[config.mk]
export PLATFORM = sky130hd
export DESIGN_NAME = intra4_sse_acc
export DESIGN_NICKNAME = d
export VERILOG_FILES = /design/src/design/intra4_pkg.sv /design/src/design/intra4_sse_acc.sv
export SDC_FILE = /design/constraint.sdc
export NUM_CORES = 1
export LEC_CHECK = 0
export CAP_MARGIN = 20
export CORE_MARGIN = 5
export CORE_UTILIZATION = 51
export DETAILED_ROUTE_END_ITERATION = 10
export DONT_BUFFER_PORTS = 1
export GPL_ROUTABILITY_DRIVEN = 0
export PLACE_DENSITY = 0.66
export SYNTH_ARGS = -nofsm -noshare
export SYNTH_HDL_FRONTEND = slang
export SYNTH_SLANG_ARGS = --single-unit
[constraint.sdc]
create_clock -name clk -period 12.3 [get_ports clk]
set_clock_uncertainty 0.1 [all_clocks]
set_input_delay 0.615 -clock clk [delete_from_list [all_inputs] [get_ports clk]]
set_output_delay 0.615 -clock clk [all_outputs]
set_load 0.02 [all_outputs]
[src/design/intra4_pkg.sv]
/*
 * Intra 4x4 mode decision package
 * Pixel, block, context, mode and score types with the mode cost table
 */
package intra4_pkg;

    // ----------------------------------------
    // Sizes
    // ----------------------------------------
    localparam int NUM_MODES    = 4;
    localparam int BLK_ROWS     = 4;
    localparam int NUM_BLKS     = 16;
    localparam int MB_BASE_COST = 211;
    localparam int SSE_SHIFT    = 8;

    // ----------------------------------------
    // Pixel and block types
    // ----------------------------------------
    typedef logic [7:0] pix_t;
    typedef pix_t [BLK_ROWS-1:0] edge4_t;
    // Raster order, index is row * 4 + column
    typedef pix_t [BLK_ROWS*BLK_ROWS-1:0] blk4_t;
    // Raster order, index is y * 16 + x
    typedef pix_t [255:0] mb_t;

    // Neighbor pixels of one subblock
    typedef struct packed {
        pix_t   top_left;
        edge4_t top;
        edge4_t left;
    } ctx_t;

    typedef enum logic [1:0] {
        I4_DC = 2'd0,
        I4_TM = 2'd1,
        I4_VE = 2'd2,
        I4_HE = 2'd3
    } mode_e;

    typedef blk4_t [NUM_MODES-1:0] pred_set_t;

    typedef logic [19:0] sse_t;
    typedef logic [39:0] score_t;
    typedef logic [15:0] lambda_t;
    typedef logic [3:0]  blk_idx_t;

    // Fixed header cost per mode, indexed by mode_e
    localparam logic [NUM_MODES-1:0][10:0] MODE_COST = {
        11'd1874, 11'd1723, 11'd1151, 11'd40
    };

endpackage

[src/design/intra4_sse_acc.sv]
/*
 * Squared error accumulator
 * Adds one row of a 4x4 prediction error per enabled cycle
 */
module intra4_sse_acc (
    input  logic              clk,
    input  logic              rst_n,
    input  logic              clr_i,
    input  logic              en_i,
    input  logic [1:0]        row_i,
    input  intra4_pkg::blk4_t pred_i,
    input  intra4_pkg::blk4_t src_i,
    output intra4_pkg::sse_t  sse_o
);

    intra4_pkg::sse_t row_sse;

    always_comb begin
        intra4_pkg::pix_t p;
        intra4_pkg::pix_t s;
        intra4_pkg::pix_t ad;
        row_sse = '0;
        for (int c = 0; c < intra4_pkg::BLK_ROWS; c++) begin
            p  = pred_i[{row_i, 2'(c)}];
            s  = src_i[{row_i, 2'(c)}];
            ad = (p > s) ? p - s : s - p;
            row_sse = row_sse + intra4_pkg::sse_t'(ad) * intra4_pkg::sse_t'(ad);
        end
    end

    always_ff @(posedge clk or negedge rst_n) begin
        if (!rst_n) begin
            sse_o <= '0;
        end else if (clr_i) begin
            sse_o <= '0;
        end else if (en_i) begin
            sse_o <= sse_o + row_sse;
        end
    end

endmodule

* Word-level counts from Yosys, hierarchy flattened *
Cells that the tools add are included.

word-level totals
  register bits = 20
  input bits = 262
  logic and storage cells = 48

operators by class
  add/subtract/negate cells = 12
  multipliers = 4
  $lt $le $gt $ge = 8
  multiplexer cells = 22
  reductions and logical operators = 1

operators by type and width
  cell                                                        count
  binary-select mux 8 bit (select 2 bit)                      8
  two-way mux 8 bit                                           12
  multiplier 8 x 8 -> 16 bit                                  4
  subtractor 8 bit                                            8
  two-way mux 20 bit                                          2
  > comparator 8 bit                                          4
  adder 20 x 19 -> 20 bit                                     1
  less-than comparator 4 x 5 -> 1 bit, second input constant  4
  adder 18 x 16 -> 19 bit                                     1
  adder 17 x 16 -> 18 bit                                     1
  adder 16 x 16 -> 17 bit                                     1
  nonzero test 2 bit                                          1

* Longest topological paths before layout *
  depth after elaboration = 11
  gate-level depth with buffers = 39
  gate-level depth less buffers = 37

* Least setup slack after synthesis *
OpenSTA, ideal clock, no wires.

  kind = input -> register
  start = in row_i[0]
  end = reg sse_o[19]
  arrival time = 10.452 ns
  data required time = 12.075 ns
  setup slack = 1.623 ns
  stages = 36
  path buffers = 3
  cell sequence = clkbuf_1 > buf_1 > mux4_2 > inv_1 > ha_1 > inv_1 > fa_1 > a211oi_1 > o21ai_1 > a31oi_2 > or2_1 > buf_2 > mux2i_1 > xnor2_1 > nand2b_1 > fa_1 > inv_1 > fa_1 > inv_1 > fa_1 > fa_1 > inv_1 > fa_1 > fa_1 > fa_1 > inv_1 > fa_1 > inv_1 > ha_1 > a21oi_1 > o21ai_0 > a211oi_1 > nor2_1 > a221oi_1 > mux2i_1 > mux2_2

between the ends
  longest elaborated chain between the ends = 11

RTL lines
  what                                                              RTL line                                    RTL
  start, declared                                                   intra4_sse_acc.sv:10                        input logic [1:0] row_i,
  binary-select mux 8 bit (select 2 bit), on equally long branches  intra4_sse_acc.sv:25, intra4_sse_acc.sv:24
  two-way mux 8 bit, on equally long branches                       intra4_sse_acc.sv:25, intra4_sse_acc.sv:24
  subtractor 8 bit or > comparator 8 bit (tied branches)            intra4_sse_acc.sv:26                        ad = (p > s) ? p - s : s - p;
  two-way mux 8 bit                                                 intra4_sse_acc.sv:26
  multiplier 8 x 8 -> 16 bit                                        intra4_sse_acc.sv:27                        row_sse = row_sse + intra4_pkg::sse_t'(ad) * intra4_pkg::sse_t'(ad);
  adder 16 x 16 -> 17 bit                                           intra4_sse_acc.sv:27
  adder 17 x 16 -> 18 bit                                           intra4_sse_acc.sv:27
  adder 18 x 16 -> 19 bit (*)                                       intra4_sse_acc.sv:27
  adder 20 x 19 -> 20 bit (*)                                       intra4_sse_acc.sv:37                        sse_o <= sse_o + row_sse;
  two-way mux 20 bit (*)                                            intra4_sse_acc.sv:36                        end else if (en_i) begin
  two-way mux 20 bit (*)                                            intra4_sse_acc.sv:34                        end else if (clr_i) begin
  end signal, assigned                                              intra4_sse_acc.sv:37
  end, declared                                                     intra4_sse_acc.sv:13                        output intra4_pkg::sse_t sse_o

Mark *: on every way between the ends. The rest lies on a longest branch, timed or not. The select of a mux whose other input is x is not followed.
A chain may end at the register's enable or synchronous reset.

* Worst setup path in the final report *
Same ends and word-level chain as after synthesis.

==> results.txt <==
----------------------------------------------------
[Setup path]
  Arrival time of the worst setup path ... 10.30 ns
  WP data required ... 12.34 ns
  Flop-to-flop setup slack ... 4.98 ns
  Highest fanout seen on the critical path ... 64
  Reg-to-reg critical path startpoint ... sse_o[7]$_DFFE_PN0P_
  Top cell family by delay on the critical path ... adder cells
  Type of origin of the critical path ... input pin
  Buffering stage count on the worst path with inverters included ... 7
  R2R cell count ... 22
  Max incr delay on CP ... 0.56 ns
  CP max-delay cell ... fa_1
  Classification of the worst setup path ... in -> reg
  Critical path endpoint category ... register
  Most numerous cell on the critical path ... fa_1
  RR Endpoint ... sse_o[19]$_DFFE_PN0P_

[Hold path]
  Worst hold path class ... in -> reg
  Capture endpoint of the worst hold path ... sse_o[10]$_DFFE_PN0P_
  Hold Crit Depth ... 1
  Hold path startpoint ... clr_i

[Synth]
  Mean cell area of the mapped netlist ... 9.58 sq um
  Synthesized cell area ... 0.0128 sq mm
  Most instantiated library cell after synthesis ... inv_1
  Share of Yosys cell area claimed by the top area cell type ... 32.7%
  Area leader, netlist ... fa_1
  Async S/R FF share, synth ... 100%
  Post-synthesis cell type count ... 72
  Synthesized netlist net count ... 1,978
  Leading register cell type out of synthesis ... dfrtp_1
  Largest cells by area after synthesis ... fa_1 33%, ha_1 16%, mux4_2 11%
  Sequential area share after synthesis ... 3.90%
  Gate count of the mapped netlist ... 1,341
  Yosys Warn Count ... 0
  Top post-synthesis cells by count ... 343 x inv_1, 210 x fa_1, 165 x ha_1
  Flops & latches, synth ... 20
  Number of flops mapped to enable cells by yosys ... 0

[Final layout]
  Filler cell count in the final layout ... 2,309
  Max reg flops ... 20
  Largest Register ... sse_o
  Area delta synth->final ... 3.17%
  Number of nets in the finished design ... 1,952
  Largest registers in the final layout ... sse_o (20)
  Ratio of cells with drive above 1 in the final layout ... 9.36%

[Floorplanning]
  Initial Util ... 51.4%
  Chip width ... 169 um
  Boundary pin count ... 282
  Die area ... 0.0285 sq mm
  Die Y-Extent ... 169 um
  Core box area ... 0.0250 sq mm
  Number of placement rows ... 58

[STA]
  Max Transition Viols Final ... 0
  Final period util ... 83.5%
  Unrepaired setup endpoints after global routing ... false
  Slew at the pin with the worst max-slew slack ... 0.906 ns
  Number of endpoints failing setup at the final stage ... 0
  Worst relative slew slack ... 37.9%
  Setup TNS Final ... 0 ns
  Number of endpoints with negative hold slack in the final report ... 0
  Final Worst Setup Slack ... 2.03 ns
  Final Critical Period ... 10.27 ns
  Fmax achieved ... 97.4 MHz

[Run]
  Max-cap violations ... 0

[Global route]
  Largest net degree at the start of global routing ... 65
  Antenna violations before repair ... 5
  GRT Residual Overflow ... 0
  Tot GR Track Use ... 22.0%
  Via count of the first global-routing pass ... 9,973
  Global-route wire length before repair ... 50.5 mm

[Placed design]
  # port buffers ... 0
  HPWL Detailed ... 28.4 mm
  Worst slack at placement ... 1.66 ns

[Run status]
  Run status ... complete, no violations

[Detailed routing]
  Via count ... 9,210
  Vias per cell ... 5.59
  Post-detailed-route count of antenna-violating nets ... 0
  Count of unresolved DRC violations after routing ... 0
  Average wire per cell in the routed design ... 18.9 um
  Number of iterations in the first detailed-routing pass ... 5
  Drt first-iter violations ... 464
  Routed Wire Length ... 31.1 mm

[CTS]
  Clock transition at the register clock pins on the worst setup and hold paths after CTS ... 0.06 ns
  Number of clock sinks ... 20
  Master cell of the clock root buffer ... clkbuf_16
  Clock tree from TritonCTS ... done
  Post-cts repair resize count ... 0
  Number of buffers created by CTS ... 3
  Number of H-tree levels ... 1
  Clock Latency Late Sink ... 0.26 ns
  Maximum clock path buffer count ... 2

----------------------------------------------------
worst max-delay path by stage:
stage	slack, ns	to	start	depth (start not counted)
4_1_cts	1.89	sse_o[19]$_DFFE_PN0P_	row_i[0]	32
2_1_floorplan	1.62	sse_o[19]$_DFFE_PN0P_	row_i[0]	36
3_3_place_gp	1.79	sse_o[19]$_DFFE_PN0P_	row_i[0]	32
5_1_grt	1.42	sse_o[15]$_DFFE_PN0P_	row_i[0]	33
3_5_place_dp	1.66	sse_o[19]$_DFFE_PN0P_	row_i[0]	32
6_report	2.03	sse_o[19]$_DFFE_PN0P_	row_i[0]	33
cells in the final DEF, fill, tap and decap left out, drive strengths merged, types with 2 or more instances in the layout:
cell,instances
a211oi,12
a21boi,3
a21o,26
a21oi,42
a221o,5
a221oi,5
a31oi,11
and2,5
and3,5
buf,7
clkbuf,4
dfrtp,20
diode,3
fa,210
ha,165
inv,347
mux2,4
mux2i,36
mux4,64
nand2,32
nand2b,27
nand3,7
nand3b,3
nand4,3
nor2,131
nor2b,7
nor3,5
o211ai,4
o21a,5
o21ai,21
o21bai,9
o22ai,7
or2,20
or4b,2
xnor2,26
xor2,15
final cells by class:
type / instances / area, sq um / area share [%]
Clock buffer: 4 / 88.8 / 0.671
Inverter: 347 / 1300 / 9.83
Timing Repair Buffer: 8 / 70.1 / 0.529
Multi-Input combinational cell: 935 / 10900 / 82.0
Antenna cell: 3 / 7.51 / 0.0567
Tap cell: 330 / 413 / 3.12
Sequential cell: 20 / 500 / 3.78
per-stage QoR:
stage               cell area, sq um  util, %  hold WS, ns  std cells
floorplan                      12800        -        0.219       1341
global placement               13100     52.6        0.220       1637
detailed placement             13100     52.6        0.220       1637
CTS                            13200     53.0        0.315       1642
global route                   13200     53.1        0.310       1647
finish                         13200     53.1        0.320       1647
routing by layer:
layer	vias to the layer above	part of all wire [%]	global-route usage [%]
met3	24	6.7	3.81
met2	296	53	39.6
met4	0	1.2	3.14
met5	-	0	0
met1	4649	39	28.6
li1	4241	-	-
logic make-up after synthesis:
| family | count (synthesis) | share of synthesized area, % |
|---|---|---|
| xor+xnor | 41 | 3.21 |
| mux | 104 | 14.5 |
| buf+inv | 386 | 11.5 |
| fa+ha+maj | 375 | 48.8 |
| compound gates | 161 | 8.79 |
| flops | 20 | 3.90 |
| simple gates | 254 | 9.33 |
timing repair:
| item | in CTS | in global routing |
|---|---|---|
| endpoints found under the hold margin | 20 | 0 |
| hold buffers | 1 | 0 |
| buffers inserted | 0 | 0 |
Power is left out: the tool's default activity adds up to more than one toggle a clock period on the data nets, which glitch-free logic cannot reach.
