<file path="config.mk">
export PLATFORM = sky130hd
export DESIGN_NAME = intra4_ctrl
export DESIGN_NICKNAME = d
export VERILOG_FILES = /design/src/design/intra4_pkg.sv /design/src/design/intra4_ctrl.sv
export SDC_FILE = /design/constraint.sdc
export NUM_CORES = 1
export LEC_CHECK = 0
export BUFFER_PORTS_ARGS = -buffer_cell sky130_fd_sc_hd__buf_2
export CORE_AREA = 2 2 548 550
export DETAILED_ROUTE_END_ITERATION = 8
export DIE_AREA = 0 0 550 552
export PLACE_DENSITY = 0.3
export SYNTH_ARGS = -nofsm -noshare
export SYNTH_HDL_FRONTEND = slang
export SYNTH_SLANG_ARGS = --single-unit
</file>
<file path="constraint.sdc">
create_clock -name clk -period 29.6 [get_ports clk]
set_clock_uncertainty 0.2 [all_clocks]
set_input_delay 1.48 -clock clk [delete_from_list [all_inputs] [get_ports clk]]
set_output_delay 1.48 -clock clk [all_outputs]
set_load 0.01 [all_outputs]
</file>
<file path="src/design/intra4_pkg.sv">
/*
 * Intra 4x4 mode decision package
 * Pixel, block, context, mode and score types with the mode cost table
 */
package intra4_pkg;

    // ----------------------------------------
    // Sizes
    // ----------------------------------------
    localparam int NUM_MODES    = 4;
    localparam int BLK_ROWS     = 4;
    localparam int NUM_BLKS     = 16;
    localparam int MB_BASE_COST = 211;
    localparam int SSE_SHIFT    = 8;

    // ----------------------------------------
    // Pixel and block types
    // ----------------------------------------
    typedef logic [7:0] pix_t;
    typedef pix_t [BLK_ROWS-1:0] edge4_t;
    // Raster order, index is row * 4 + column
    typedef pix_t [BLK_ROWS*BLK_ROWS-1:0] blk4_t;
    // Raster order, index is y * 16 + x
    typedef pix_t [255:0] mb_t;

    // Neighbor pixels of one subblock
    typedef struct packed {
        pix_t   top_left;
        edge4_t top;
        edge4_t left;
    } ctx_t;

    typedef enum logic [1:0] {
        I4_DC = 2'd0,
        I4_TM = 2'd1,
        I4_VE = 2'd2,
        I4_HE = 2'd3
    } mode_e;

    typedef blk4_t [NUM_MODES-1:0] pred_set_t;

    typedef logic [19:0] sse_t;
    typedef logic [39:0] score_t;
    typedef logic [15:0] lambda_t;
    typedef logic [3:0]  blk_idx_t;

    // Fixed header cost per mode, indexed by mode_e
    localparam logic [NUM_MODES-1:0][10:0] MODE_COST = {
        11'd1874, 11'd1723, 11'd1151, 11'd40
    };

endpackage

</file>
<file path="src/design/intra4_ctrl.sv">
/*
 * Intra 4x4 sequencer
 * Walks the subblocks row by row, holds the scored pair and sums the total
 */
module intra4_ctrl (
    input  logic                                         clk,
    input  logic                                         rst_n,
    input  logic                                         start_i,
    input  intra4_pkg::lambda_t                          lambda_i,
    input  intra4_pkg::pred_set_t                        preds_i,
    input  intra4_pkg::blk4_t                            src_blk_i,
    input  intra4_pkg::mode_e                            best_mode_i,
    input  intra4_pkg::score_t                           best_score_i,
    output intra4_pkg::blk_idx_t                         blk_idx_o,
    output logic [1:0]                                   row_o,
    output logic                                         acc_clr_o,
    output logic                                         acc_en_o,
    output logic                                         capture_o,
    output logic                                         store_en_o,
    output intra4_pkg::pred_set_t                        preds_hold_o,
    output intra4_pkg::blk4_t                            src_hold_o,
    output intra4_pkg::mode_e [intra4_pkg::NUM_BLKS-1:0] modes_o,
    output intra4_pkg::score_t                           score_o,
    output logic                                         done_o
);

    typedef enum logic [2:0] {
        IDLE,
        INIT,
        PRED,
        ACC,
        BEST,
        STORE,
        DONE
    } state_e;

    state_e state;
    state_e state_nxt;

    always_comb begin
        state_nxt = state;
        case (state)
            IDLE:    if (start_i) state_nxt = INIT;
            INIT:    state_nxt = PRED;
            PRED:    state_nxt = ACC;
            ACC:     if (row_o == 2'(intra4_pkg::BLK_ROWS - 1)) state_nxt = BEST;
            BEST:    state_nxt = STORE;
            STORE: begin
                if (blk_idx_o == 4'(intra4_pkg::NUM_BLKS - 1)) begin
                    state_nxt = DONE;
                end else begin
                    state_nxt = PRED;
                end
            end
            DONE:    state_nxt = IDLE;
            default: state_nxt = IDLE;
        endcase
    end

    // Strobes decoded from the state
    assign acc_clr_o  = (state == PRED);
    assign acc_en_o   = (state == ACC);
    assign capture_o  = (state == BEST);
    assign store_en_o = (state == STORE);

    always_ff @(posedge clk or negedge rst_n) begin
        if (!rst_n) begin
            state     <= IDLE;
            blk_idx_o <= '0;
            row_o     <= '0;
            modes_o   <= '0;
            score_o   <= '0;
            done_o    <= 1'b0;
        end else begin
            state  <= state_nxt;
            done_o <= (state == DONE);
            case (state)
                INIT: begin
                    blk_idx_o <= '0;
                    score_o   <= intra4_pkg::score_t'(intra4_pkg::MB_BASE_COST) *
                                 intra4_pkg::score_t'(lambda_i);
                end
                PRED:  row_o <= '0;
                ACC:   row_o <= row_o + 2'd1;
                STORE: begin
                    modes_o[blk_idx_o] <= best_mode_i;
                    score_o            <= score_o + best_score_i;
                    blk_idx_o          <= blk_idx_o + 4'd1;
                end
                default: ;
            endcase
        end
    end

    // Stable predictions and source for the accumulators
    always_ff @(posedge clk) begin
        if (state == PRED) begin
            preds_hold_o <= preds_i;
            src_hold_o   <= src_blk_i;
        end
    end

endmodule

</file>
* After elaboration in Yosys (flattened, before gate mapping)
Cells that the tools add are included.
** Word-level totals
- Register bits after elaboration :: 722
- Bits of input ports :: 701
- Output and inout port bits :: 723
- Logic and storage cells :: 132
** Operators by class
- Add/subtract/negate cells :: 3
- $mul :: 1
- Magnitude comparators :: 2
- Equal/unequal tests :: 10
- Mux-type cells :: 10
- Reduce and logical (&&, ||, !) cells :: 5
** Operators with widths (count)
- $pmux 40 s2 :: 1
- $add 40x40->40 :: 1
- $bwmux 32 :: 1
- $mul 8x16->24 const A :: 1
- $pmux 3 s6 :: 1
- $eq 3x3->1 const B :: 3
- $mux 3 :: 3
- $demux 2 s4 :: 1
- $pmux 4 s2 :: 1
- $eq 3x2->1 const B :: 2
- $lt 4x5->1 const B :: 1
- $add 4x1->4 const B :: 1
- $eq 4x4->1 const B :: 1
- $ge 4x1->1 const B :: 1
- $pmux 2 s2 :: 1
- $reduce_bool 2->1 :: 2
- $eq 3x1->1 const B :: 1
- $logic_not 3->1 :: 1
- $add 2x1->2 const B :: 1
- $eq 2x2->1 const B :: 1
- $mux 2 :: 1
- $ne 2x1->1 const B :: 1
- $ne 2x2->1 const B :: 1
- $reduce_and 2->1 :: 1
- $logic_and 1x1->1 :: 1

* Longest topological paths before layout
Gate-level depths: netlist (run 1).
- Depth after elaboration :: 5
- Mapped depth :: 17
- Gate-level depth less buffers :: 17

* Worst setup path before layout (run 1)
No wires, ideal clock.
- Kind :: register to register
- Start :: register state[2]
- End :: register preds_hold_o[0] (netlist bit) (enable)
- Setup time :: 1670 ps
- Arrival :: 27382 ps
- Path slack :: 349 ps
- Stages on the path, launching flop included :: 5
- Buffers on the path :: 1
- Clock period less this slack :: 29251 ps
- Path through :: dfrtp_1 -> clkbuf_1 -> inv_1 -> nand2_1 -> nor2_1
** On the way
- Longest elaborated chain between the ends :: 1
** RTL lines
- start, declared :: line intra4_ctrl.sv:37 : state_e state;
- start signal, assigned :: line intra4_ctrl.sv:75 : state <= state_nxt;
- $eq 3x2->1
- via acc_clr_o :: line intra4_ctrl.sv:16 : output logic acc_clr_o,
- end signal, assigned :: line intra4_ctrl.sv:98 : preds_hold_o <= preds_i;
- end, declared :: line intra4_ctrl.sv:20 : output intra4_pkg::pred_set_t preds_hold_o,
The timed path passes the listed nets, and every way through them passes these cells.
A chain may end at the register's enable or synchronous reset.

* Final worst setup path (run 1)
- Start :: register state[2]
- End :: register preds_hold_o[172] (netlist bit) (enable)
** On the way
- Longest elaborated chain between the ends :: 1
** RTL lines
- $eq 3x2->1 :: line intra4_ctrl.sv:97 : if (state == PRED) begin
No other way between the ends.

==> results of run 1 <==
-- power by group --
| part | switching (mW) | internal, mW | total, mW |
|---|---|---|---|
| sequential | 0.0307 | 1.14 | 1.17 |
| combinational | 0.368 | 0.261 | 0.630 |
| clock | 0.517 | 0.721 | 1.24 |
-- sequential cells by signal, indices dropped and copies added (netlist names) --
name	cells
preds_hold_o	512
src_hold_o	128
score_o	40
state	3
row_o	2
blk_idx_o	4
done_o	1
modes_o	32
-- cell type report --
type / instances / area share, %
diodes: 18 / 0.106
clock buffers: 126 / 6.38
clock inverters: 59 / 1.37
inverters: 91 / 0.805
multi-input cells: 668 / 12.4
flip-flops and latches: 722 / 50.2
well taps: 3958 / 11.7
repair buffers: 1440 / 17.1
-- cells by family after synthesis --
logic type | Yosys count | synth area share [%]
muxes | 34 | 1.42
and+or+nand+nor | 212 | 3.65
xor gates and xnor gates | 48 | 1.56
buffers and inverters | 115 | 1.62
DFF | 722 | 78.9
AOI/OAI and AO/OA | 235 | 5.41
adders and majority gates | 139 | 7.45
-- cell usage after synthesis (5+ instances only) --
cell type  number
a21o_1         29
o21bai_1        8
nand2b_1        9
edfxtp_1      640
or3_1           6
fa_1           36
nand3_1        19
a31oi_1         8
mux2_2         33
dfrtp_1        82
o211ai_1        6
xnor2_1        28
clkbuf_1       21
ha_1          103
inv_1          91
nand2_1        76
o21ai_0        65
o21ai_1         8
nor2_1         55
o21a_1          9
xor2_1         20
nor2b_1        11
nor3_1         12
a21oi_1        65
and2_1          5
nand4_1         6
-- per-stage QoR --
step	instance area [um2]	power (mW)	worst slack [ns]	util, %
global placement	39100	1.84	23.22	13.1
floorplan	27000	1.58	0.349	-
global route	42400	3.23	23.34	14.2
finish	42400	3.04	23.97	14.2
CTS	42400	3.12	23.66	14.2
detailed placement	39100	1.84	23.26	13.1
-- layer usage --
layer | global-route usage, % | up-vias | wire [um] | share of wire [%]
met5 | 0 | - | 239 | 0.12
met4 | 2.84 | 38 | 6520 | 3.4
met3 | 4.63 | 569 | 17900 | 9.3
met2 | 23.3 | 1349 | 102000 | 53
met1 | 12.0 | 9975 | 65000 | 34
li1 | - | 8753 | - | -
-- path summary, 6_finish.rpt --
kind,start,endpoint,slack (ns),cells after the start
max in group asynchronous,rst_n,modes_o[25]$_DFFE_PN0P_,27.49,2
max,state[2]$_DFFE_PN0P_,preds_hold_o[172]$_DFFE_PP_,23.97,8
max reg2reg,state[2]$_DFFE_PN0P_,preds_hold_o[172]$_DFFE_PP_,23.97,8
min,modes_o[28]$_DFFE_PN0P_,modes_o[28]$_DFFE_PN0P_,0.30,1
min in group asynchronous,rst_n,score_o[1]$_DFFE_PN0P_,0.44,1
min reg2reg,modes_o[28]$_DFFE_PN0P_,modes_o[28]$_DFFE_PN0P_,0.30,1
==> impl_metrics.tcl, run 1 <==
set metrics [dict create \
    status "complete, no violations" \
    critPathBufInv 6 \
    initial_core_util_pct 9.04 \
    drc 0 \
    nets 3867 \
    tightest_slew_ns 1.07 \
    yosysWarningCount 0 \
    drive_gt1_share_pct 52.5 \
    syn-mean-instance-area_um2 17.9 \
    stdcell_count 7082 \
    ctsHtreeMaxLevel 3 \
    rsz0062_at_grt "no" \
    hold_ws_ns 0.303 \
    multi_input_area_mm2 0.00526 \
    crit_fanout 72 \
    clock-sinks 722 \
    syn_nets 2345 \
    insertion_delay_ns 0.77 \
    finalCritPeriodShare_pct 19.0 \
    antenna_found_initial 247 \
    irDropWorstVdd_v 0.0000562 \
    ys.flop_type "edfxtp_1" \
    path_common_cell "buf_4" \
    coreArea_mm2 0.298 \
    slowest_stage "buf_4" \
    die_area_mm2 0.304 \
    crit_path_start_kind "flip-flop" \
    yosysTopAreaCellShare_pct 71.3 \
    dp_cells 6879 \
    post_cts.repair.setup_buffers 0 \
    yosysTopAreaCell "edfxtp_1" \
    hold_viol 0 \
    crit_path_max_incr_delay_ns 0.88 \
    first_global_vias 21200 \
    pwr_density_cell_mw_per_mm2 71.7 \
    power.leakage_nw 16.8 \
    hold_class "reg -> reg" \
    post-dp-hpwl_um 167000 \
    synthTopCellsByArea "edfxtp_1 71%, dfrtp_1 7.6%, ha_1 4.8%, fa_1 2.7%, mux2_2 1.4%" \
    cts_buffers 104 \
    layout_common_cells "1,422 x buf_2, 640 x edfxtp_1, 104 x clkbuf_16, 103 x ha_1, 91 x inv_1" \
    worstPathCellList "inv_1, nand2_1, nor2_4, buf_4, buf_4, buf_4, buf_4, buf_4" \
    fp.dieH_um 552 \
    overflow 0 \
    ioPinCount 1424 \
    report.final.slew_viol_count 0 \
    clk_pin_slew_worst_paths_ns 0.06 \
    period_needed_ns 5.63 \
    maxCapViolCount 0 \
    grt_max_degree 80 \
    path_class "reg -> reg" \
    crit_required_ns 29.84 \
    ys_ff_latch 722 \
    final.setup.tns_ns 0 \
    critPathTopFamily "buffers and inverters" \
    seqCellArea_mm2 0.0213 \
    wl_per_cell_um 27.0 \
    grt_first_pass_wirelength_um 237000 \
    cts_tree "yes" \
    cts-root-buf "clkbuf_16" \
    cts.path.max_buffers 4 \
    synth.distinct_cells 61 \
    cts_hold_buffers 0 \
    arrival_ns 5.87 \
    firstDrtPassIters 6 \
    drt-initial-drc-count 1444 \
    die_w_um 550 \
    synth-edff-count 640 \
    yosysSeqAreaShare_pct 78.9 \
    port_buffers 1423 \
    async_flop_share_pct 11.4 \
    syn-cell-area_mm2 0.0270 \
    slew_headroom_pct 28.7 \
    synthCells 1505 \
    cts_resized 0 \
    n_fill_cell 33700 \
    wirelength_um 191000 \
    grt_usage_pct 12.1 \
    viasPerCell 2.92 \
    final_common_cell "buf_2" \
    syn2layout_area_growth_pct 57.3 \
    maxClockFrequency_ghz 0.178 \
    num_rows 201 \
    vias 20700 \
    setup_viol 0 \
    ant_nets 0 \
    gp_congestion 0.843 \
    endpoint_kind "flip-flop" \
]
Power figures use the tool's default switching activity.
==> run 2: changes to the inputs <==
ABC_AREA = 1   (was not set)
CORE_AREA = 2 2 560 562   (was 2 2 548 550)
DIE_AREA = 0 0 562 564   (was 0 0 550 552)
clock period = 5.1 ns   (was 29.6 ns; I/O delays follow)
==> impl_metrics.tcl, run 2 <==
set metrics [dict create \
    grt_max_degree 129 \
    die_w_um 562 \
    pwr_density_cell_mw_per_mm2 351 \
    n_fill_cell 34600 \
    yosysTopAreaCellShare_pct 68.2 \
    ctsHtreeMaxLevel 3 \
    syn-mean-instance-area_um2 14.5 \
    finalCritPeriodShare_pct 81.8 \
    coreArea_mm2 0.311 \
    hold_class "in -> reg" \
    period_needed_ns 4.17 \
    cts.path.max_buffers 4 \
    intPower_mw 13.1 \
    largest_reg_flops 512 \
    synth.area.mux_share_pct 0 \
    synthCells 1949 \
    critPathTopFamily "adder cells" \
    synthTopCellsByCount "640 x edfxtp_1, 392 x nand2_1, 222 x inv_1, 129 x nor2_1, 103 x ha_1" \
    grt_first_pass_wirelength_um 296000 \
    p_seq_share_pct 35.4 \
    antenna_found_initial 243 \
    synth-edff-count 640 \
    clk_pin_slew_worst_paths_ns 0.06 \
    arrival_ns 4.62 \
    vias 27400 \
    yosysSeqAreaShare_pct 75.5 \
    report.final.slew_viol_count 0 \
    grt_usage_pct 14.5 \
    post_cts.repair.setup_buffers 0 \
    worstPathCellList "dlygate4sd3_1, buf_2, ha_1, fa_1, inv_1, fa_1, fa_1, inv_1, ha_1, a21oi_1, o21ai_0, nand2_1, nand2_1, nand2_1, nand4_1, nand3_1, nand3_1, dlygate4sd3_1" \
    irDropWorstVdd_v 0.000245 \
    synthTopCellsByArea "edfxtp_1 68%, dfrtp_1 7.3%, nand2_1 5.2%, ha_1 4.6%, inv_1 3.0%" \
    cts_buffers 103 \
    syn2layout_area_growth_pct 96.9 \
    cts-root-buf "clkbuf_16" \
    final_common_cell "buf_2" \
    port_buffers 1423 \
    syn-cell-area_mm2 0.0282 \
    setup_viol 0 \
    syn_nets 2789 \
    crit_path_start_kind "input pin" \
    final_area_mm2 0.0555 \
    nets 5450 \
    top_regs "preds_hold_o (512), src_hold_o (128), score_o (40)" \
    yosysTopAreaCell "edfxtp_1" \
    rsz0062_at_grt "no" \
    wirelength_um 238000 \
    wl_per_cell_um 26.8 \
    clkPwrFrac_pct 38.2 \
    firstDrtPassIters 5 \
    path_class "in -> reg" \
    p_comb_share_pct 26.4 \
    yosysWarningCount 0 \
    crit_required_ns 5.55 \
    dpl_cell_area_mm2 0.0406 \
    crit_path_max_incr_delay_ns 0.55 \
    layout_common_cells "1,422 x buf_2, 1,126 x dlygate4sd3_1, 640 x edfxtp_1, 392 x nand2_1, 221 x inv_1" \
    fp.dieH_um 564 \
    initial_core_util_pct 9.06 \
    total_power_mw 19.4 \
    critPathBufInv 5 \
    gp_congestion 0.907 \
    slew_headroom_pct 28.6 \
    fin_util_pct 17.8 \
    synth_compound_area_share_pct 2.71 \
    synth-adder-area-share_pct 7.13 \
    ys_ff_latch 722 \
    viasPerCell 3.09 \
    first_global_vias 28100 \
    synth.distinct_cells 40 \
    synth_xor_area_share_pct 0.622 \
    synth_top_family_by_area "simple AND/OR/NAND/NOR gates" \
    maxClockFrequency_ghz 0.240 \
    slowest_stage "dlygate4sd3_1" \
    drive_gt1_share_pct 35.0 \
    p_sw_mw 6.35 \
    drt-initial-drc-count 1467 \
    insertion_delay_ns 0.79 \
    maxCapViolCount 0 \
    clock-sinks 722 \
    ys.flop_type "edfxtp_1" \
    post-dp-hpwl_um 203000 \
    regMostFlops "preds_hold_o" \
    async_flop_share_pct 11.4 \
    ant_nets 0 \
    crit_fanout 4 \
    power.leakage_nw 22.7 \
    drc 0 \
    overflow 0 \
    tightest_slew_ns 1.07 \
    num_rows 205 \
    endpoint_kind "flip-flop" \
    yosysMostFrequentCell "edfxtp_1" \
    hold_viol 0 \
    synthSimpleGateAreaFrac_pct 10.8 \
    ioPinCount 1424 \
    status "complete, no violations" \
    die_area_mm2 0.317 \
    cts_tree "yes" \
    netSwitchingFraction_pct 32.6 \
    final.setup.tns_ns 0 \
]
## run 2: cell types whose count changed after synthesis, moves of 32 or more
cell / previous run / this run
inv_1: 91 / 222
nand2_1: 76 / 392
nand3_1: 19 / 85
nor2_1: 55 / 129
mux2_2: 33 / 0
o21ai_0: 65 / 33
## run 2: through the flow
step | instances | setup WS [ns] | hold WS [ns]
2_1_floorplan | 1949 | -5.65 | -0.241
3_3_place_gp | 7518 | 0.911 | 0.157
3_5_place_dp | 7518 | 0.954 | 0.167
4_1_cts | 8824 | 1.02 | 0.000508
5_1_grt | 8842 | 0.760 | 0.0133
6_report | 8890 | 0.926 | 0.0470
## run 2: logic make-up after synthesis
kind of cell    count (synthesis)
simple gates                  688
fa+ha+maj                     139
buf+inv                       238
flops                         722
xor+xnor                       20
compound gates                142
## run 2: metal layers
metal  routed length [um]  GRT usage, %  vias up
li1                     -             -    12200
met4                11100          5.18       76
met1                81000          14.4    13300
met2               124000          27.3     1371
met3                20800          5.24      516
met5                  479             0        -
## run 2: final cells by class
type	instances	area (um2)	share of cell area, %
repair buffers	2568	18600	33.6
well taps	4140	5180	9.34
diodes	66	165	0.298
multi-input cells	989	6000	10.8
inverters	226	848	1.53
flip-flops and latches	722	21300	38.4
clock buffers	115	2620	4.73
clock inverters	64	726	1.31
## run 2: worst paths after layout
| kind | from | end | slack (ns) | cells past startpoint |
|---|---|---|---|---|
| worst max-delay path | lambda_i[0] | score_o[23]$_DFFE_PN0P_ | 0.93 | 18 |
| worst min-delay path | preds_i[52] | preds_hold_o[52]$_DFFE_PP_ | 0.05 | 2 |
| worst max register to register | score_o[0]$_DFFE_PN0P_ | score_o[24]$_DFFE_PN0P_ | 1.15 | 17 |
| worst min register to register | modes_o[6]$_DFFE_PN0P_ | modes_o[6]$_DFFE_PN0P_ | 0.30 | 2 |
| max in group asynchronous | rst_n | score_o[32]$_DFFE_PN0P_ | 3.69 | 4 |
| min in group asynchronous | rst_n | modes_o[3]$_DFFE_PN0P_ | 0.38 | 4 |
## run 2: power groups by stage
stage | logic [mW] | registers (mW) | clock network, mW
final | 5.12 | 6.88 | 7.43
after global routing | 5.77 | 6.91 | 7.93
after CTS | 5.23 | 6.89 | 7.77
after detailed placement | 4.24 | 7.01 | 0
after global placement | 4.27 | 7.00 | 0
after floorplan | 2.48 | 6.94 | 0
## run 2: what timing repair did
item                                   4_1_cts  5_1_grt
resized for setup                            0        0
hold buffers                              1127        0
endpoints found under the hold margin      727        0
