## src/design/intra4_pkg.sv

```systemverilog
/*
 * Intra 4x4 mode decision package
 * Pixel, block, context, mode and score types with the mode cost table
 */
package intra4_pkg;

    // ----------------------------------------
    // Sizes
    // ----------------------------------------
    localparam int NUM_MODES    = 4;
    localparam int BLK_ROWS     = 4;
    localparam int NUM_BLKS     = 16;
    localparam int MB_BASE_COST = 211;
    localparam int SSE_SHIFT    = 8;

    // ----------------------------------------
    // Pixel and block types
    // ----------------------------------------
    typedef logic [7:0] pix_t;
    typedef pix_t [BLK_ROWS-1:0] edge4_t;
    // Raster order, index is row * 4 + column
    typedef pix_t [BLK_ROWS*BLK_ROWS-1:0] blk4_t;
    // Raster order, index is y * 16 + x
    typedef pix_t [255:0] mb_t;

    // Neighbor pixels of one subblock
    typedef struct packed {
        pix_t   top_left;
        edge4_t top;
        edge4_t left;
    } ctx_t;

    typedef enum logic [1:0] {
        I4_DC = 2'd0,
        I4_TM = 2'd1,
        I4_VE = 2'd2,
        I4_HE = 2'd3
    } mode_e;

    typedef blk4_t [NUM_MODES-1:0] pred_set_t;

    typedef logic [19:0] sse_t;
    typedef logic [39:0] score_t;
    typedef logic [15:0] lambda_t;
    typedef logic [3:0]  blk_idx_t;

    // Fixed header cost per mode, indexed by mode_e
    localparam logic [NUM_MODES-1:0][10:0] MODE_COST = {
        11'd1874, 11'd1723, 11'd1151, 11'd40
    };

endpackage

```

## src/design/intra4_predict.sv

```systemverilog
/*
 * 4x4 intra predictors
 * DC, TM, VE and HE built from one subblock's neighbor context
 */
module intra4_predict (
    input  intra4_pkg::ctx_t      ctx_i,
    output intra4_pkg::pred_set_t preds_o
);

    localparam int N = intra4_pkg::BLK_ROWS;

    // ----------------------------------------
    // DC
    // ----------------------------------------
    logic [10:0]      dc_sum;
    intra4_pkg::pix_t dc_val;

    always_comb begin
        // Rounding term
        dc_sum = 11'd4;
        for (int i = 0; i < N; i++) begin
            dc_sum = dc_sum + 11'(ctx_i.top[i]) + 11'(ctx_i.left[i]);
        end
    end

    assign dc_val = dc_sum[10:3];

    // ----------------------------------------
    // All four modes
    // ----------------------------------------
    always_comb begin
        logic signed [9:0] tm;
        for (int r = 0; r < N; r++) begin
            for (int c = 0; c < N; c++) begin
                tm = signed'({2'b00, ctx_i.left[r]}) + signed'({2'b00, ctx_i.top[c]})
                   - signed'({2'b00, ctx_i.top_left});
                if (tm < 0) begin
                    preds_o[intra4_pkg::I4_TM][r*N + c] = 8'd0;
                end else if (tm > 10'sd255) begin
                    preds_o[intra4_pkg::I4_TM][r*N + c] = 8'd255;
                end else begin
                    preds_o[intra4_pkg::I4_TM][r*N + c] = tm[7:0];
                end
                preds_o[intra4_pkg::I4_DC][r*N + c] = dc_val;
                // Plain copies, no smoothing
                preds_o[intra4_pkg::I4_VE][r*N + c] = ctx_i.top[c];
                preds_o[intra4_pkg::I4_HE][r*N + c] = ctx_i.left[r];
            end
        end
    end

endmodule

```

## config.mk

```make
export PLATFORM = sky130hd
export DESIGN_NAME = intra4_predict
export DESIGN_NICKNAME = d
export VERILOG_FILES = /design/src/design/intra4_pkg.sv /design/src/design/intra4_predict.sv
export SDC_FILE = /design/constraint.sdc
export NUM_CORES = 1
export LEC_CHECK = 0
export BUFFER_PORTS_ARGS = -buffer_cell sky130_fd_sc_hd__buf_4
export CORE_AREA = 2 2 229 231
export DETAILED_ROUTE_END_ITERATION = 7
export DIE_AREA = 0 0 231 233
export PLACE_DENSITY = 0.6
export SYNTH_ARGS = -nofsm -noshare
export SYNTH_HDL_FRONTEND = slang
export SYNTH_SLANG_ARGS = --single-unit
```

## constraint.sdc

```tcl
create_clock -name vclk -period 4.4
set_clock_uncertainty 0.05 [all_clocks]
set_input_delay 0 -clock vclk [all_inputs]
set_output_delay 0 -clock vclk [all_outputs]
set_load 0.01 [all_outputs]
```

# [Word level (Yosys, flattened, before mapping)]
# Index checks and enable logic that the tools add are counted.
[word_totals] in_bits=72 out_inout_bits=512 reg_bits=0 word_cells=104
[classes] muxes=32 n_addsub=40 order_cmp=32
[op_table] cell="$mux W8" n=32
[op_table] cell="$gt A10 B9 Y1 const B" n=16
[op_table] cell="$lt A10 B1 Y1 const B" n=16
[op_table] cell="$sub A9 B8 Y10" n=16
[op_table] cell="$add A8 B8 Y9" n=16
[op_table] cell="$add A11 B8 Y11" n=5
[op_table] cell="$add A10 B8 Y11" n=1
[op_table] cell="$add A9 B8 Y10" n=1
[op_table] cell="$add A3 B8 Y9 const A" n=1

# [Longest topological paths before layout]
# Gate-level depths: netlist (run 1).
[logic_depth] ltp_word=8 ltp_mapped=15 mapped_depth_nobuf=14

# [Least setup slack after synthesis (run 1)]
# No wires, ideal clock.
[synth_path] kind="input port to output port" from="in ctx_i[3] in the netlist's numbering" to="out preds_o[102] in the netlist's numbering" t_arrival_ns=4.499 required_ns=4.350 path_stages=15 path_slack_ns=-0.149 n_path_buf=1 path_cell_list="inv_1 fa_1 inv_1 fa_1 fa_1 inv_1 fa_1 inv_1 ha_1 or3_1 o2111a_1 nor4_1 nor2_1 xor2_1 buf_4"
[synth_rtl] element="start: declaration" line="intra4_predict.sv:6" text="input intra4_pkg::ctx_t ctx_i,"
[synth_rtl] element="end: declaration" line="intra4_predict.sv:7" text="output intra4_pkg::pred_set_t preds_o"

==> results.py, run 1 <==
metrics = {
    "logic_synthesis": {
        "ys_warn_count": 0,
        "muxShareOfSynthArea": 0.00894,
        "synth_top_family_by_area": "adder cells",
        "synth_compound_area_frac": 0.196,
        "synth_simple_gate_area_share": 0.120,
        "ys_seq_area_frac": 0,
        "synth-xor-area-share": 0.0396,
        "synthAdderAreaFrac": 0.347,
        "synth.distinct_cells": 80,
        "syn_inst": 1984,
        "synth_area_mm2": 0.0153,
        "synth_nets": 2373,
        "syn_area_per_cell_um2": 7.69,
    },
    "layout": {
        "fillCellCount": 5436,
        "nClkBuffers": 0,
        "final_cell_mix": "buf_4 (645), inv_1 (393), fa_1 (176), ha_1 (139), nor2_1 (111)",
        "diodes": 0,
        "syn_to_final_growth_pct": 20.5,
        "regArea_um2": 0,
        "nets": 2641,
        "fin_util": 0.360,
        "layout_commonest_cell": "buf_4",
        "final_layout_size_suffix_gt1_frac": 0.317,
        "n_sequential_cell": 0,
    },
    "route": {
        "viasPerCell": 4.76,
        "finalWirelength_um": 58100,
        "detail-route-antenna-nets": 0,
        "routedWlPerCell_um": 19.8,
        "drc_errors": 0,
        "drt_iter0_markers": 734,
        "vias": 13947,
        "firstDrtPassIters": 5,
    },
    "place": {
        "gp_congestion": 0.887,
        "hpwl_um": 50400,
        "port_buffers": 584,
    },
    "sta": {
        "tightestPinTransition_ns": 0.649,
        "finalMaxSlewViolations": 0,
        "tns_ns": 0,
        "fin_crit_sh": 0.966,
        "finalSetupViolCount": 0,
        "max_freq_mhz": 235,
        "hold_slack_ns": 0.160,
        "hold_viol_final": 0,
        "layout_min_cycle_time_ns": 4.25,
        "slew_headroom": 0.566,
    },
    "die": {
        "num_rows": 83,
        "ios": 584,
        "die_area_mm2": 0.0538,
        "initial_core_util": 0.299,
        "die_h_um": 233,
        "core_mm2": 0.0511,
        "die_width_um": 231,
    },
    "critical_path": {
        "end_kind": "output pin",
        "crit_type": "primary input to output pin",
        "required_ns": 4.35,
        "slowest_delay_ns": 0.55,
        "crit_fanout": 7,
        "slowest_stage": "fa_1",
        "cp-startpoint": "ctx_i[19]",
        "crit_chain": "buf_6, clkinvlp_4, fa_1, inv_1, fa_1, fa_1, inv_1, fa_1, inv_1, ha_2, or3_1, o2111a_2, a21o_1, a21oi_4, buf_6, xnor2_4, buf_12, buf_6",
        "arrival_ns": 4.20,
        "critical_path.most_common_cell": "fa_1",
        "path_buf_inv": 8,
        "startpoint_type": "primary input",
        "cp_top_family": "adder cells",
    },
    "grt": {
        "grt_pass1_vias": 13151,
        "antenna_found_initial": 0,
        "grt_pass1_wl_um": 82900,
        "grtUsageTotal": 0.204,
        "grt_max_degree": 18,
        "grt-ovfl-total": 0,
    },
    "worst_hold_path": {
        "hold_depth": 2,
        "hp-start": "ctx_i[19]",
        "hp-class": "primary input to output pin",
        "whs_endpoint": "preds_o[475]",
    },
    "status": {
        "status": "finished clean",
    },
    "clocking": {
        "ctsHoldBuffers": 0,
    },
    "run": {
        "max-cap-violations": 0,
    },
    "pwr": {
        "p_leak_nw": 9.47,
        "powerDensity_mw_per_mm2": 834,
        "vdd_drop_max_v": 0.00130,
    },
}
-- through the flow --
stage                     cells  setup WS, ns  cell area (µm²)  total power, mW
after floorplan            1984        0.0343            15300             10.9
after global placement     2925        -0.227            18200             14.4
after detailed placement   2925        -0.334            18200             14.5
after CTS                  2926        0.0117            18200             14.9
after global routing       2930      -0.00856            18400             16.6
final                      2930         0.151            18400             15.3
-- cell usage after synthesis, drive strengths merged, types with 4 or more instances --
cell     number  share of area
nand3        27         0.0089
nand4         7         0.0029
a211o         7         0.0040
and3          7         0.0029
nand2        35         0.0086
a31o          4         0.0023
fa          176           0.23
o221ai        5         0.0029
a31oi        23          0.010
a21boi        9         0.0044
nor2b        23         0.0094
mux2i         8         0.0053
nor3         43          0.015
a22oi         9         0.0044
a21oi       112          0.037
nand2b       23         0.0094
a211oi       53          0.027
ha          141           0.12
o21ai        71          0.023
and2         16         0.0069
nor2        112          0.028
a221oi       11         0.0080
o21a         28          0.014
nor3b        13         0.0067
mux2          5         0.0037
a21o         18         0.0089
xor2         33          0.019
buf         385           0.19
o211ai       10         0.0049
or4           6         0.0033
nor4         16         0.0066
o22ai        28          0.012
or3          10         0.0041
xnor2        36          0.021
a2bb2oi       4         0.0027
or2           5         0.0021
inv         396          0.097
o21bai       10         0.0049
a2111oi       6         0.0034
clkbuf        9         0.0023
a221o         5         0.0033
o31ai         6         0.0039
-- worst max path at each step --
stage | cells past startpoint | endpoint | slack (ns)
4_1_cts | 16 | preds_o[5] | 0.01
3_3_place_gp | 16 | preds_o[110] | -0.23
2_1_floorplan | 14 | preds_o[107] | 0.03
5_1_grt | 17 | preds_o[5] | -0.009
6_report | 18 | preds_o[101] | 0.15
3_5_place_dp | 16 | preds_o[94] | -0.33
-- layer usage --
metal	vias up	track usage	wire length (µm)
met1	6736	0.281	26500
met5	-	0	0
li1	6757	-	-
met3	24	0.0179	2570
met2	430	0.357	28400
met4	0	0.0202	724
-- kinds of logic (layout without fill, tap and decap cells) --
| family | Yosys count | count (layout) |
|---|---|---|
| mux | 13 | 13 |
| simple gates | 354 | 354 |
| fa+ha+maj | 317 | 317 |
| buf+inv | 790 | 1055 |
| xor+xnor | 69 | 70 |
| compound gates | 441 | 441 |
-- layout make-up --
cell class | instances | area, µm² | area share
multi-input cells | 1195 | 11000 | 0.598
inverters | 396 | 1500 | 0.0815
well taps | 680 | 851 | 0.0463
repair buffers | 659 | 5030 | 0.274
-- power breakdown --
part / internal, mW / switching (mW) / total (mW)
Clock: 0 / 0 / 0
Sequential: 0 / 0 / 0
Combinational: 7.63 / 7.69 / 15.3
Total: 7.63 / 7.69 / 15.3
-- what timing repair did --
item | CTS | global route
setup endpoints to repair | 48 | 79
cloned | 0 | 1
pin swaps | 1 | 13
endpoints found under the hold margin | 0 | 0
resized for setup | 10 | 19
setup buffers | 1 | 3
No activity file was read; power rests on OpenSTA's default activity.
==> run 2, diff against run 1 <==
--- a/config.mk
+++ b/config.mk
@@ -6,5 +6,5 @@
 export NUM_CORES = 1
 export LEC_CHECK = 0
-export BUFFER_PORTS_ARGS = -buffer_cell sky130_fd_sc_hd__buf_4
+export BUFFER_PORTS_ARGS = -buffer_cell sky130_fd_sc_hd__buf_2
 export CORE_AREA = 2 2 229 231
 export DETAILED_ROUTE_END_ITERATION = 7
==> constraint.sdc (replaced) <==
create_clock -name vclk -period 4.4
set_clock_uncertainty 0.05 [all_clocks]
set_input_delay 0 -clock vclk [all_inputs]
set_output_delay 0 -clock vclk [all_outputs]
set_load 0.05 [all_outputs]
==> results.py, run 2 (synthesis gave the netlist of run 1 again) <==
metrics = {
    "status": {
        "status": "finished clean",
    },
    "worst_hold_path": {
        "hold_depth": 2,
        "hp-class": "primary input to output pin",
        "whs_endpoint": "preds_o[399]",
        "hp-start": "ctx_i[7]",
    },
    "clocking": {
        "ctsHoldBuffers": 0,
    },
    "route": {
        "top_layer_used": "met5",
        "detailroute.wirelength.met3_um": 3290,
        "detail-route-antenna-nets": 0,
        "met1Wirelength_um": 24600,
        "finalWirelength_um": 59200,
        "firstDrtPassIters": 5,
        "wl_met2_um": 30300,
        "viasPerCell": 4.88,
        "routedWlPerCell_um": 20.1,
        "drc_errors": 0,
        "vias": 14318,
        "drt_iter0_markers": 730,
    },
    "sta": {
        "max_freq_mhz": 233,
        "rsz0062_at_grt": "yes",
        "layout_min_cycle_time_ns": 4.30,
        "finalMaxSlewViolations": 0,
        "finalSetupViolCount": 0,
        "hold_slack_ns": 0.270,
        "slew_headroom": 0.464,
        "tightestPinTransition_ns": 0.804,
        "fin_crit_sh": 0.977,
        "hold_viol_final": 0,
    },
    "layout": {
        "n_sequential_cell": 0,
        "final_cell_mix": "buf_2 (526), inv_1 (388), fa_1 (174), ha_1 (139), nor2_1 (109)",
        "fin_util": 0.338,
        "syn_to_final_growth_pct": 13.1,
        "nClkBuffers": 0,
        "final_layout_size_suffix_gt1_frac": 0.323,
        "nets": 2647,
        "regArea_um2": 0,
        "fillCellCount": 5487,
        "layout_commonest_cell": "buf_2",
    },
    "grt": {
        "grt-ovfl-total": 0,
        "antenna_found_initial": 2,
        "grt_pass1_wl_um": 83000,
        "grt_max_degree": 18,
        "grtUsageTotal": 0.208,
        "grt_pass1_vias": 13244,
    },
    "critical_path": {
        "crit_type": "primary input to output pin",
        "arrival_ns": 4.25,
        "required_ns": 4.35,
        "end_kind": "output pin",
        "crit_fanout": 8,
        "startpoint_type": "primary input",
    },
    "die": {
        "ios": 584,
        "core_mm2": 0.0511,
        "initial_core_util": 0.299,
        "die_area_mm2": 0.0538,
        "die_h_um": 233,
        "die_width_um": 231,
        "num_rows": 83,
    },
    "place": {
        "gp_congestion": 0.870,
        "hpwl_um": 51100,
        "port_buffers": 584,
    },
    "run": {
        "max-cap-violations": 0,
    },
}
-- run 2: what timing repair did --
action                                  4_1_cts  5_1_grt
gates cloned                                  1        0
pin swaps                                     3       14
endpoints found under the setup margin       64       96
gates resized for setup                      70       33
buffers inserted                              1        0
-- run 2: worst max-delay path by stage --
| stage | start | to | slack [ns] | cells past startpoint |
|---|---|---|---|---|
| 2_1_floorplan | ctx_i[44] | preds_o[102] | -0.13 | 15 |
| 3_3_place_gp | ctx_i[44] | preds_o[93] | -0.12 | 16 |
| 3_5_place_dp | ctx_i[44] | preds_o[5] | -0.17 | 16 |
| 4_1_cts | ctx_i[44] | preds_o[5] | 0.007 | 17 |
| 5_1_grt | ctx_i[44] | preds_o[29] | -0.03 | 17 |
| 6_report | ctx_i[27] | preds_o[13] | 0.10 | 17 |
-- run 2: per-layer routing --
layer / GRT usage / vias up
met4: 0.0270 / 2
li1: - / 6774
met5: 0 / -
met3: 0.0136 / 46
met1: 0.265 / 6922
met2: 0.391 / 574
-- run 2: area by class of cell --
cell class	instances	area, µm²	area share
multi-input cells	1194	11000	0.637
repair buffers	666	3900	0.226
inverters	396	1510	0.0874
well taps	680	851	0.0493
diodes	1	2.50	0.000145
-- run 2: worst max-delay path, stage by stage --
cell	delay, ns
buf_2	0.11
clkinvlp_4	0.17
fa_1	0.57
inv_1	0.05
fa_1	0.45
fa_1	0.49
inv_1	0.05
fa_1	0.47
inv_1	0.06
ha_4	0.16
or3_1	0.36
o2111a_2	0.32
a21o_1	0.22
a21oi_4	0.21
xnor2_4	0.18
buf_12	0.21
buf_12	0.15
-- run 2: metrics by stage --
step	setup slack (ns)	setup TNS (ns)	area, µm²	instances
floorplan	-0.130	-1.85	15400	1984
global placement	-0.117	-4.64	16900	2934
detailed placement	-0.172	-6.10	16900	2934
CTS	0.00730	0	17200	2936
global route	-0.0335	-0.271	17300	2936
finish	0.103	0	17300	2937
Power of run 2 is left out: the tool's default activity adds up to more than one toggle a clock period on the data nets, which glitch-free logic cannot reach.
==> run 3, diff against run 2 <==
ABC_AREA = 1   (was not set)
CORE_AREA = 2 2 224 226   (was 2 2 229 231)
DIE_AREA = 0 0 226 228   (was 0 0 231 233)
PLACE_DENSITY = 0.62   (was 0.6)
==> results.py, run 3 <==
metrics = {
    "logic_synthesis": {
        "synth_compound_area_frac": 0.0364,
        "synth_common_cells": "nand2_1 (664), inv_1 (608), buf_4 (376)",
        "synth-xor-area-share": 0.0283,
        "muxShareOfSynthArea": 0,
        "synth.distinct_cells": 24,
        "synth_largest_area_cell": "fa_1",
        "yosysMostFrequentCell": "nand2_1",
        "syn_inst": 2392,
        "synth_nets": 2781,
        "synth_simple_gate_area_share": 0.263,
        "synthAdderAreaFrac": 0.342,
        "synth_top_family_by_area": "adder cells",
        "netlist.area_leader.share": 0.228,
        "synth_area_leaders": "fa_1 (23%), buf_4 (18%), nand2_1 (16%)",
        "ys_warn_count": 0,
        "ys_seq_area_frac": 0,
        "syn_area_per_cell_um2": 6.46,
        "synth_area_mm2": 0.0155,
    },
    "route": {
        "routedWlPerCell_um": 16.3,
        "finalWirelength_um": 54100,
        "drt_iter0_markers": 691,
        "top_layer_used": "met4",
        "vias": 14124,
        "met1Wirelength_um": 24600,
        "detailroute.wirelength.met3_um": 2550,
        "firstDrtPassIters": 6,
        "viasPerCell": 4.25,
        "detail-route-antenna-nets": 0,
        "wl_met2_um": 25900,
        "drc_errors": 0,
    },
    "critical_path": {
        "startpoint_type": "primary input",
        "critPathCapture": "preds_o[12]",
        "cp-startpoint": "ctx_i[12]",
        "required_ns": 4.35,
        "arrival_ns": 4.12,
        "crit_type": "primary input to output pin",
        "crit_fanout": 16,
        "end_kind": "output pin",
    },
    "sta": {
        "slew_headroom": 0.470,
        "max_freq_mhz": 240,
        "finalMaxSlewViolations": 0,
        "finalSetupViolCount": 0,
        "hold_slack_ns": 0.271,
        "tns_ns": 0,
        "fin_crit_sh": 0.948,
        "layout_min_cycle_time_ns": 4.17,
        "tightestPinTransition_ns": 0.795,
        "hold_viol_final": 0,
        "rsz0062_at_grt": "yes",
    },
    "die": {
        "die_width_um": 226,
        "ios": 584,
        "die_area_mm2": 0.0515,
        "initial_core_util": 0.313,
        "die_h_um": 228,
        "num_rows": 82,
        "core_mm2": 0.0493,
    },
    "run": {
        "max-cap-violations": 0,
    },
    "grt": {
        "grtUsageTotal": 0.202,
        "grt_max_degree": 17,
        "grt_pass1_vias": 12542,
        "antenna_found_initial": 1,
        "grt_pass1_wl_um": 77000,
        "grt-ovfl-total": 0,
    },
    "place": {
        "place_area_mm2": 0.0168,
        "port_buffers": 584,
        "hpwl_um": 45800,
        "gp_congestion": 0.922,
    },
    "layout": {
        "nets": 3043,
        "regArea_um2": 0,
        "fillCellCount": 5575,
        "layout_commonest_cell": "nand2_1",
        "fin_util": 0.343,
        "diodes": 0,
        "n_sequential_cell": 0,
        "syn_to_final_growth_pct": 9.36,
        "nClkBuffers": 0,
        "final_layout_size_suffix_gt1_frac": 0.253,
        "finish.instance_area_mm2": 0.0169,
        "final_cell_mix": "nand2_1 (663), inv_1 (608), buf_2 (552), fa_1 (176), ha_1 (140)",
    },
    "clocking": {
        "postCtsSetupBuffers": 0,
    },
    "status": {
        "status": "finished clean",
    },
    "worst_hold_path": {
        "hp-class": "primary input to output pin",
    },
}
run 3: cell count changes after synthesis, moves of 22 or more:
cell and delta:
nand2_1 +629, inv_1 +212, nand3b_1 +77, o21ai_0 -62, a211oi_1 -50, nor2_1 -50
nor3_1 -40, nand3_1 +38, o21a_1 -28, o22ai_1 -27, xnor2_1 -24, nand2b_1 -23
nor2b_1 -23, or2_1 +22
run 3: timing repair:
item | CTS | global route
gates resized for setup | 0 | 37
setup endpoints to repair | 0 | 49
hold buffers | 0 | 0
run 3: kinds of logic after synthesis:
family	after synthesis
buf+inv	985
simple gates	929
fa+ha+maj	317
compound gates	111
xor+xnor	50
run 3: cell type report:
class / instances / area [µm²] / share of cell area
multi-input combinational: 1407 / 10400 / 0.614
inverter: 609 / 2290 / 0.135
timing repair buffer: 636 / 3390 / 0.201
tap: 672 / 841 / 0.0497
run 3: critical path: stages:
cell and delay (ns):
buf_2 0.11, inv_1 0.12, fa_1 0.62, inv_1 0.09, fa_1 0.51, fa_1 0.55
inv_1 0.06, fa_1 0.52, inv_1 0.04, ha_2 0.38, nand2_1 0.07, inv_1 0.05
nand2_1 0.05, nand2_1 0.17, nand2_1 0.10, nand2_1 0.06, nand2_1 0.04, nand2_1 0.07
buf_4 0.23, clkbuf_4 0.27
run 3: per-stage QoR:
step,worst slack (ns),instances
CTS,0.112,3324
global placement,0.152,3324
floorplan,0.0774,2392
global route,-0.0381,3324
detailed placement,0.116,3324
finish,0.228,3324
run 3: worst min path at each step:
stage / startpoint / to / slack, ns / cells past startpoint
finish: ctx_i[7] / preds_o[391] / 0.27 / 2
global route: ctx_i[11] / preds_o[427] / 0.28 / 2
CTS: ctx_i[7] / preds_o[391] / 0.27 / 2
detailed placement: ctx_i[7] / preds_o[391] / 0.27 / 2
global placement: ctx_i[5] / preds_o[405] / 0.27 / 2
floorplan: ctx_i[32] / preds_o[256] / 0.12 / 1
run 3: per-layer routing:
metal  vias up  GRT usage
met4         0     0.0356
met3        30    0.00696
li1       7176          -
met1      6428      0.276
met2       490      0.356
met5         -          0
Power of run 3 is left out for the same reason.
